===== config.mk =====
export PLATFORM = sky130hd
export DESIGN_NAME = fifo_top
export DESIGN_NICKNAME = d
export VERILOG_FILES = /design/src/common/fifo_pkg.sv /design/src/design/fifo_top.sv /design/src/fifo/fifo_sync.sv /design/src/fifo/fifo_asym_converter.sv /design/src/design/ram_2p.sv
export SDC_FILE = /design/constraint.sdc
export NUM_CORES = 1
export LEC_CHECK = 0
export BUFFER_PORTS_ARGS = -buffer_cell sky130_fd_sc_hd__buf_2
export CORE_MARGIN = 3
export CORE_UTILIZATION = 30
export CTS_BUF_LIST = sky130_fd_sc_hd__clkbuf_4
export DETAILED_ROUTE_END_ITERATION = 12
export PLACE_DENSITY = 0.42
export SLEW_MARGIN = 20
export SYNTH_ARGS = -nofsm -noshare
export SYNTH_HDL_FRONTEND = slang
export SYNTH_HIERARCHICAL = 1
export SYNTH_SLANG_ARGS = --single-unit

===== constraint.sdc =====
create_clock -name clk_i -period 4.45 [get_ports clk_i]
set_input_delay 0.445 -clock clk_i [delete_from_list [all_inputs] [get_ports clk_i]]
set_output_delay 0.445 -clock clk_i [all_outputs]
set_load 0.005 [all_outputs]

===== src/common/fifo_pkg.sv =====
package fifo_pkg;

   // port widths, write side narrow here (bytes in, words out)
   localparam int W_DATA_W = 8;
   localparam int R_DATA_W = 32;
   localparam int ADDR_W   = 6;  // depth in narrow words, log2

   localparam int MAX_DATA_W = (W_DATA_W > R_DATA_W) ? W_DATA_W : R_DATA_W;
   localparam int MIN_DATA_W = (W_DATA_W > R_DATA_W) ? R_DATA_W : W_DATA_W;
   localparam int RATIO      = MAX_DATA_W / MIN_DATA_W;
   localparam int LANE_W     = $clog2(RATIO);
   localparam int MEM_ADDR_W = ADDR_W - LANE_W;  // ram words

   // wide side counts ram words, narrow side counts lanes
   localparam int W_ADDR_W = (W_DATA_W == MAX_DATA_W) ? MEM_ADDR_W : ADDR_W;
   localparam int R_ADDR_W = (R_DATA_W == MAX_DATA_W) ? MEM_ADDR_W : ADDR_W;

   // level step per access, in narrow words
   localparam int W_INCR = (W_DATA_W > R_DATA_W) ? RATIO : 1;
   localparam int R_INCR = (R_DATA_W > W_DATA_W) ? RATIO : 1;

   typedef logic [W_DATA_W-1:0]   w_data_t;
   typedef logic [R_DATA_W-1:0]   r_data_t;
   typedef logic [MAX_DATA_W-1:0] mem_word_t;
   typedef logic [ADDR_W:0]       level_t;

   // write request toward the ram
   typedef struct packed {
      logic                  en;
      logic [MEM_ADDR_W-1:0] addr;
      logic [RATIO-1:0]      strb;  // one bit per narrow lane
      mem_word_t             data;
   } mem_wr_t;

   // read request, data returns a cycle later
   typedef struct packed {
      logic                  en;
      logic [MEM_ADDR_W-1:0] addr;
   } mem_rd_t;

endpackage

===== src/design/fifo_top.sv =====
`timescale 1ns/10ps

module fifo_top
   import fifo_pkg::*;
(
   input  logic    clk_i,
   input  logic    rst_n_i,
   input  logic    w_en_i,
   input  w_data_t w_data_i,
   output logic    w_full_o,
   input  logic    r_en_i,
   output logic    r_empty_o,
   output r_data_t r_data_o,
   output level_t  level_o
);

   // memory port between the fifo and its storage
   mem_wr_t   mem_wr;
   mem_rd_t   mem_rd;
   mem_word_t mem_rdata;

   fifo_sync u_fifo_sync (
      .clk_i      (clk_i),
      .rst_n_i    (rst_n_i),
      .w_en_i     (w_en_i),
      .w_data_i   (w_data_i),
      .w_full_o   (w_full_o),
      .r_en_i     (r_en_i),
      .r_empty_o  (r_empty_o),
      .r_data_o   (r_data_o),
      .level_o    (level_o),
      .mem_wr_o   (mem_wr),
      .mem_rd_o   (mem_rd),
      .mem_rdata_i(mem_rdata)
   );

   ram_2p u_ram_2p (
      .clk_i      (clk_i),
      .mem_wr_i   (mem_wr),
      .mem_rd_i   (mem_rd),
      .mem_rdata_o(mem_rdata)
   );

endmodule


===== src/fifo/fifo_sync.sv =====
`timescale 1ns/10ps

module fifo_sync
   import fifo_pkg::*;
(
   input  logic      clk_i,
   input  logic      rst_n_i,
   input  logic      w_en_i,
   input  w_data_t   w_data_i,
   output logic      w_full_o,
   input  logic      r_en_i,
   output logic      r_empty_o,
   output r_data_t   r_data_o,
   output level_t    level_o,
   output mem_wr_t   mem_wr_o,
   output mem_rd_t   mem_rd_o,
   input  mem_word_t mem_rdata_i
);

   localparam level_t FIFO_SIZE = level_t'(1 << ADDR_W);  // in narrow words

   logic                w_en_int;
   logic                r_en_int;
   logic [W_ADDR_W-1:0] w_addr;
   logic [R_ADDR_W-1:0] r_addr;
   level_t              level;
   level_t              level_nxt;

   // refused strobes are simply dropped
   assign w_en_int = w_en_i & ~w_full_o;
   assign r_en_int = r_en_i & ~r_empty_o;

   // address counters wrap naturally
   always_ff @(posedge clk_i) begin
      if (!rst_n_i) begin
         w_addr <= '0;
      end else if (w_en_int) begin
         w_addr <= w_addr + 1'b1;
      end
   end

   always_ff @(posedge clk_i) begin
      if (!rst_n_i) begin
         r_addr <= '0;
      end else if (r_en_int) begin
         r_addr <= r_addr + 1'b1;
      end
   end

   // next fill level, both strobes may fire together
   always_comb begin
      level_nxt = level;
      if (w_en_int) begin
         level_nxt = level_nxt + level_t'(W_INCR);
      end
      if (r_en_int) begin
         level_nxt = level_nxt - level_t'(R_INCR);
      end
   end

   // flags come from level_nxt so they track the level register
   always_ff @(posedge clk_i) begin
      if (!rst_n_i) begin
         level     <= '0;
         r_empty_o <= 1'b1;
         w_full_o  <= 1'b0;
      end else begin
         level     <= level_nxt;
         r_empty_o <= level_nxt < level_t'(R_INCR);  // not even one read word
         w_full_o  <= level_nxt > (FIFO_SIZE - level_t'(W_INCR));
      end
   end

   assign level_o = level;

   fifo_asym_converter u_asym_converter (
      .clk_i      (clk_i),
      .rst_n_i    (rst_n_i),
      .w_en_i     (w_en_int),
      .w_addr_i   (w_addr),
      .w_data_i   (w_data_i),
      .r_en_i     (r_en_int),
      .r_addr_i   (r_addr),
      .r_data_o   (r_data_o),
      .mem_wr_o   (mem_wr_o),
      .mem_rd_o   (mem_rd_o),
      .mem_rdata_i(mem_rdata_i)
   );

endmodule


===== src/fifo/fifo_asym_converter.sv =====
`timescale 1ns/10ps

module fifo_asym_converter
   import fifo_pkg::*;
(
   input  logic                clk_i,
   input  logic                rst_n_i,
   input  logic                w_en_i,
   input  logic [W_ADDR_W-1:0] w_addr_i,
   input  w_data_t             w_data_i,
   input  logic                r_en_i,
   input  logic [R_ADDR_W-1:0] r_addr_i,
   output r_data_t             r_data_o,
   output mem_wr_t             mem_wr_o,
   output mem_rd_t             mem_rd_o,
   input  mem_word_t           mem_rdata_i
);

   r_data_t rd_word;    // read word before the output hold
   logic    rd_seen_q;  // a read happened since reset

   // write path, purely combinational toward the ram
   if (W_DATA_W < R_DATA_W) begin : g_w_narrow
      logic [LANE_W-1:0] w_lane;

      assign w_lane = w_addr_i[LANE_W-1:0];

      always_comb begin
         mem_wr_o.en   = w_en_i;
         mem_wr_o.addr = w_addr_i[W_ADDR_W-1:LANE_W];
         // same byte on every lane, strobe picks the one that lands
         mem_wr_o.strb = {{(RATIO-1){1'b0}}, 1'b1} << w_lane;
         mem_wr_o.data = {RATIO{w_data_i}};
      end
   end else begin : g_w_wide
      always_comb begin
         mem_wr_o.en   = w_en_i;
         mem_wr_o.addr = w_addr_i;
         mem_wr_o.strb = '1;  // full word
         mem_wr_o.data = w_data_i;
      end
   end

   // read path, ram adds the one register stage
   if (R_DATA_W < W_DATA_W) begin : g_r_narrow
      logic [LANE_W-1:0] r_lane_q;

      always_comb begin
         mem_rd_o.en   = r_en_i;
         mem_rd_o.addr = r_addr_i[R_ADDR_W-1:LANE_W];
      end

      // lane index travels with the ram read
      always_ff @(posedge clk_i) begin
         if (!rst_n_i) begin
            r_lane_q <= '0;
         end else if (r_en_i) begin
            r_lane_q <= r_addr_i[LANE_W-1:0];
         end
      end

      assign rd_word = mem_rdata_i[r_lane_q*MIN_DATA_W +: MIN_DATA_W];
   end else begin : g_r_wide
      always_comb begin
         mem_rd_o.en   = r_en_i;
         mem_rd_o.addr = r_addr_i;
      end

      assign rd_word = mem_rdata_i;  // whole word
   end

   // ram output register holds between reads
   always_ff @(posedge clk_i) begin
      if (!rst_n_i) begin
         rd_seen_q <= 1'b0;
      end else if (r_en_i) begin
         rd_seen_q <= 1'b1;
      end
   end

   // zero until the first read returns
   assign r_data_o = rd_seen_q ? rd_word : '0;

endmodule


===== src/design/ram_2p.sv =====
`timescale 1ns/10ps

module ram_2p
   import fifo_pkg::*;
(
   input  logic      clk_i,
   input  mem_wr_t   mem_wr_i,
   input  mem_rd_t   mem_rd_i,
   output mem_word_t mem_rdata_o
);

   localparam int DEPTH = 2 ** MEM_ADDR_W;

   mem_word_t mem [DEPTH];

   // lane-wise write
   always_ff @(posedge clk_i) begin
      if (mem_wr_i.en) begin
         for (int i = 0; i < RATIO; i++) begin
            if (mem_wr_i.strb[i]) begin
               mem[mem_wr_i.addr][i*MIN_DATA_W +: MIN_DATA_W] <=
                  mem_wr_i.data[i*MIN_DATA_W +: MIN_DATA_W];
            end
         end
      end
   end

   always_ff @(posedge clk_i) begin
      if (mem_rd_i.en) begin
         mem_rdata_o <= mem[mem_rd_i.addr];  // old value kept otherwise
      end
   end

endmodule


== Word-level counts from Yosys, hierarchy flattened ==
Memories as Yosys holds them, arrays and structs flattened. A register that Yosys moved wholly into a read port is not among the register bits.
Index checks and enable logic that the tools add are counted.

* Register bits after elaboration: 20
* Latch bits: 0
* Logic and storage cells: 33
* Memories: 1
* Input bits: 12
* Bits in read-only memories: 0
* Memory bits (writable): 512
* Output and inout port bits: 41

* Add/sub/neg operators: 4
* Multiply operators: 0
* $lt $le $gt $ge: 2
* Divide/modulo/power cells: 0
* Bitwise logic cells: 4
* Reduce and logical (&&, ||, !) cells: 0
* Mux-type cells: 15
* Equality and inequality tests: 0
* Shifts and indexed selects: 1

{| class="wikitable"
|+ Memory list
! name !! depth !! width !! rd ports !! clocked after memory_dff !! write ports !! line !! RTL
|-
| u_ram_2p.mem || 16 || 32 || 1 || 1 || 1 || ram_2p.sv:14 || <nowiki>mem_word_t mem [DEPTH];</nowiki>
|}

{| class="wikitable"
|+ Operator list
! kind !! count
|-
| 32-bit two-way mux || 1
|-
| 7-bit two-way mux || 2
|-
| 1-bit two-way mux || 12
|-
| 7-bit by 1-bit adder with 7-bit output (second input constant) || 1
|-
| 7-bit by 6-bit greater-than comparator with 1-bit output (second input constant) || 1
|-
| 7-bit by 3-bit less-than comparator with 1-bit output (second input constant) || 1
|-
| 7-bit by 3-bit subtractor with 7-bit output (second input constant) || 1
|-
| 6-bit by 1-bit adder with 6-bit output (second input constant) || 1
|-
| 4-bit by 1-bit adder with 4-bit output (second input constant) || 1
|-
| 1-bit by 2-bit << shifter with 4-bit output (first input constant) || 1
|-
| 1-bit bitwise AND || 2
|-
| 1-bit NOT || 2
|}

== Depth between registers and ports, before layout ==
* Depth after elaboration: 6
* Gate-level depth with buffers: 7
* Depth with buffers taken out: 6

== Hierarchy ==
Netlist, hierarchy kept.

{| class="wikitable"
|+ Modules (own cells, without submodules)
! module !! cells an instance !! instances !! area an instance (µm²) !! seq. area each (µm²)
|-
| ram_2p || 909 || 1 || 20419.6 || 16335.7
|-
| fifo_sync || 114 || 1 || 1004.7 || 380.4
|-
| fifo_asym_converter || 83 || 1 || 620.6 || 20.0
|}

== Worst setup path after synthesis ==
No wires, ideal clock.

* Path type: register to register
* Start point: register u_fifo_sync.r_addr[0]
* End point: register u_ram_2p.mem_rdata_o[10] (read register of u_ram_2p.mem) (data pin)
* Period minus slack after synthesis: 1.917 ns
* Stages on the path, launching flop included: 7
* Data arrival time: 1.658 ns
* Library setup time: 0.259 ns
* Data required time: 4.191 ns
* Slack: 2.533 ns
* Path buffers: 3
* Cell sequence: dfxtp_1 > buf_4 > buf_2 > buf_2 > mux4_2 > a22oi_1 > nand2_1

{| class="wikitable"
|+ RTL lines
! element !! line !! RTL
|-
| start, declared || fifo_sync.sv:25 || <nowiki>logic [R_ADDR_W-1:0] r_addr;</nowiki>
|-
| start signal, assigned || fifo_sync.sv:46 || <nowiki>r_addr <= r_addr + 1'b1;</nowiki>
|-
| end, declared || ram_2p.sv:9 || <nowiki>output mem_word_t mem_rdata_o</nowiki>
|}

== Worst setup path after layout ==
* Start point: register u_fifo_sync.u_asym_converter.rd_seen_q
* End point: output r_data_o[31]

* Longest elaborated chain between the ends: 1

{| class="wikitable"
|+ Ends and longest elaborated chain
! element !! line !! RTL
|-
| start, declared || fifo_asym_converter.sv:20 || <nowiki>logic rd_seen_q;</nowiki>
|-
| start signal, assigned || fifo_asym_converter.sv:75 || <nowiki>rd_seen_q <= 1'b0;</nowiki>
|-
| start signal, assigned || fifo_asym_converter.sv:77 || <nowiki>rd_seen_q <= 1'b1;</nowiki>
|-
| 32-bit two-way mux || fifo_asym_converter.sv:82 || <nowiki>assign r_data_o = rd_seen_q ? rd_word : '0;</nowiki>
|-
| end, declared || fifo_top.sv:13 || <nowiki>output r_data_t r_data_o,</nowiki>
|}

Every way passes these cells.

==> flow_summary.ini <==
[detailed_routing]
drt_iter0_drc = 811
route.met2.wl_mm = 25.6
drtPass1Iterations = 5
wl_met1_mm = 24.2
met3_length_mm = 2.80
vias = 11000
top_layer_used = met4
wirelength_mm = 53.7
ant_nets = 0
vias_per_cell = 4.75
wl_per_cell_um = 23.2
drc = 0

[placed_design]
hpwlAfterDp_mm = 30.8
place.gp.congestion = 0.712
dp_slack_ns = 1.91
port_buffers = 52

[global_route]
grt_max_degree = 66
grt_first_pass_wirelength_mm = 79.6
first_global_vias = 11900
grt_antenna_before_repair = 2
grtUsageTotal_pct = 14.2
grt_overflow_total = 0

[floorplanning]
ios = 53
initial_core_util_pct = 30.6
fp.dieH_um = 277
die_area_um2 = 76800
die_w_um = 277
design.core.area_um2 = 72100
placementRows = 98

[power_and_ir_drop]
finalPower_uw = 11800
ir_worst_vdd_v = 0.000167
p_per_area_nw_per_um2 = 469
leakage_uw = 0.00799

[logic_synthesis]
synth_compound_area_share_pct = 2.67
synth.area.top_cells = edfxtp_1 74%, mux4_2 13%, a22oi_1 2.2%
synthXorXnorAreaFrac_pct = 0.556
synth_adder_area_share_pct = 0.170
synth.avg_cell_area_um2 = 19.9
synth-edff-count = 544
synth_cell_types = 45
syn-num-nets = 1121
synth.yosys.warnings = 6
ys_seq_area_share_pct = 75.9
synthSimpleGateAreaFrac_pct = 4.74
ys.flop_type = edfxtp_1
yosys.area.top_type_share_pct = 74.1
synth_top_family_by_area = multiplexers
async_flop_share_pct = 0
netlist_instances = 1106
netlist_area_um2 = 22000
yosysTopAreaCell = edfxtp_1
ys_ff_latch = 564
synthMuxAreaShare_pct = 13.2

[flow_run]
drv_cap = 0

[sta]
holdWs_ns = 0.191
tightest_slew_ns = 0.923
setup_ws_ns = 1.53
slew_viol_final = 0
max-slew-margin-rel_pct = 38.2
hold_viol = 0
max_clock_freq_ghz = 0.343
fin_crit_sh_pct = 65.6
period_needed_ns = 2.92
rsz0062_at_grt = no
finClkSkew_ns = 0.0524
fin_tns_setup_ns = 0
setup_violations = 0

[worst_setup_path]
r2r_cells = 3
crit_type = reg2out
worstSetupEndpointType = output pin
r2r-end = u_ram_2p/mem[11][14]
cp-start-kind = flop
cp_data_required_time_ns = 4.01
crit_arrival_ns = 2.47
crit-reg2reg-launch = u_fifo_sync/w_addr[5]
rrSetupSlack_ns = 1.92
path_max_fanout = 21

[clock_tree]
clock_latency_ns = 0.96
cts_max_path_buffers = 3
post_cts_resized = 0
hold_buffers = 5
clock-root-buffer = clkbuf_4
cts_tree = yes
htree_num_levels = 4
cts-buffers-inserted = 153
postCtsSetupRepairBufs = 0
cts.clk_slew.worst_paths_ns = 0.06
cts_sinks = 564

[cells_and_area]
mostFrequentLayoutCell = edfxtp_1
area_growth_pct = 14.5
final_cell_mix = 544 x edfxtp_1, 219 x clkbuf_4, 128 x mux4_2
nNetsFinal = 1261
drive_above_1_share_pct = 35.9

[hold_path]
hold_path_startpoint = w_data_i[4]
min_path_cells = 2
holdPathEnd = u_ram_2p/mem[2][28]
hp-class = in2reg

[run_status]
status = finished clean
-- where the power goes --
group          total (uW)  switching (uW)  internal, uW
logic                1040             547           494
clock network        4760            2140          2620
registers            6020            96.4          5930
-- worst max path at each step --
stage,start,endpoint,slack [ns]
after floorplan,u_fifo_sync/r_addr[0],u_ram_2p/mem_rdata_o[10],2.53
after global placement,w_en_i,u_ram_2p/mem[5][17],1.93
after detailed placement,w_en_i,u_ram_2p/mem[5][17],1.91
after CTS,u_fifo_sync/u_asym_converter/rd_seen_q,r_data_o[31],1.25
after global routing,u_fifo_sync/u_asym_converter/rd_seen_q,r_data_o[31],1.25
final,u_fifo_sync/u_asym_converter/rd_seen_q,r_data_o[31],1.53
-- metrics by stage --
step / area [um2] / utilization, % / cells
floorplan: 22000 / - / 1106
global placement: 23100 / 32.1 / 2036
detailed placement: 23100 / 32.1 / 2036
CTS: 25200 / 35.0 / 2310
global route: 25200 / 35.0 / 2311
finish: 25200 / 35.0 / 2312
-- logic make-up after synthesis --
family | Yosys count
compound gates | 80
buf+inv | 99
simple gates | 215
xor+xnor | 14
fa+ha+maj | 3
flops | 564
mux | 131
-- metal layers --
metal / GRT usage, % / vias up
li1: - / 4801
met1: 18.9 / 5769
met2: 22.2 / 326
met3: 3.57 / 85
met4: 5.91 / 0
met5: 0 / -
-- worst max-delay path: stages, from the launching register on --
cell,delay (ns)
dfxtp_1,0.74
buf_4,0.43
and2_2,0.21
buf_2,0.14
-- synth_stat cells (3+ instances only) --
cell type	count
a21oi_1	7
clkbuf_2	3
and2_2	32
xor2_1	8
dfxtp_1	20
nor2b_1	9
a22oi_1	64
edfxtp_1	544
and3_1	4
nand3_1	7
buf_4	51
buf_2	8
nor2_1	84
clkbuf_1	21
nor3_1	4
and2_1	3
nand2_1	57
mux4_2	128
ha_1	3
xnor2_1	6
nand4_1	5
buf_1	10
-- registers in the layout, indices dropped and copies added, names as in the netlist --
name / cells
u_fifo_sync/r_addr: 4
u_ram_2p/mem: 512
u_fifo_sync/w_addr: 6
u_fifo_sync/u_asym_converter/rd_seen_q: 1
u_fifo_sync/r_empty_o: 1
u_fifo_sync/w_full_o: 1
u_ram_2p/mem_rdata_o: 32
u_fifo_sync/level_o: 7
-- cell type report --
| cell class | count | area, um2 |
|---|---|---|
| inverter | 4 | 17.5 |
| timing repair buffer | 80 | 520 |
| fill | 6883 | 46900 |
| multi-input combinational | 443 | 4720 |
| clock buffer | 219 | 1640 |
| antenna | 2 | 5.00 |
| tap | 950 | 1190 |
| clock inverter | 50 | 390 |
| sequential | 564 | 16700 |
Note: power is estimated with default switching activity, not from simulation.
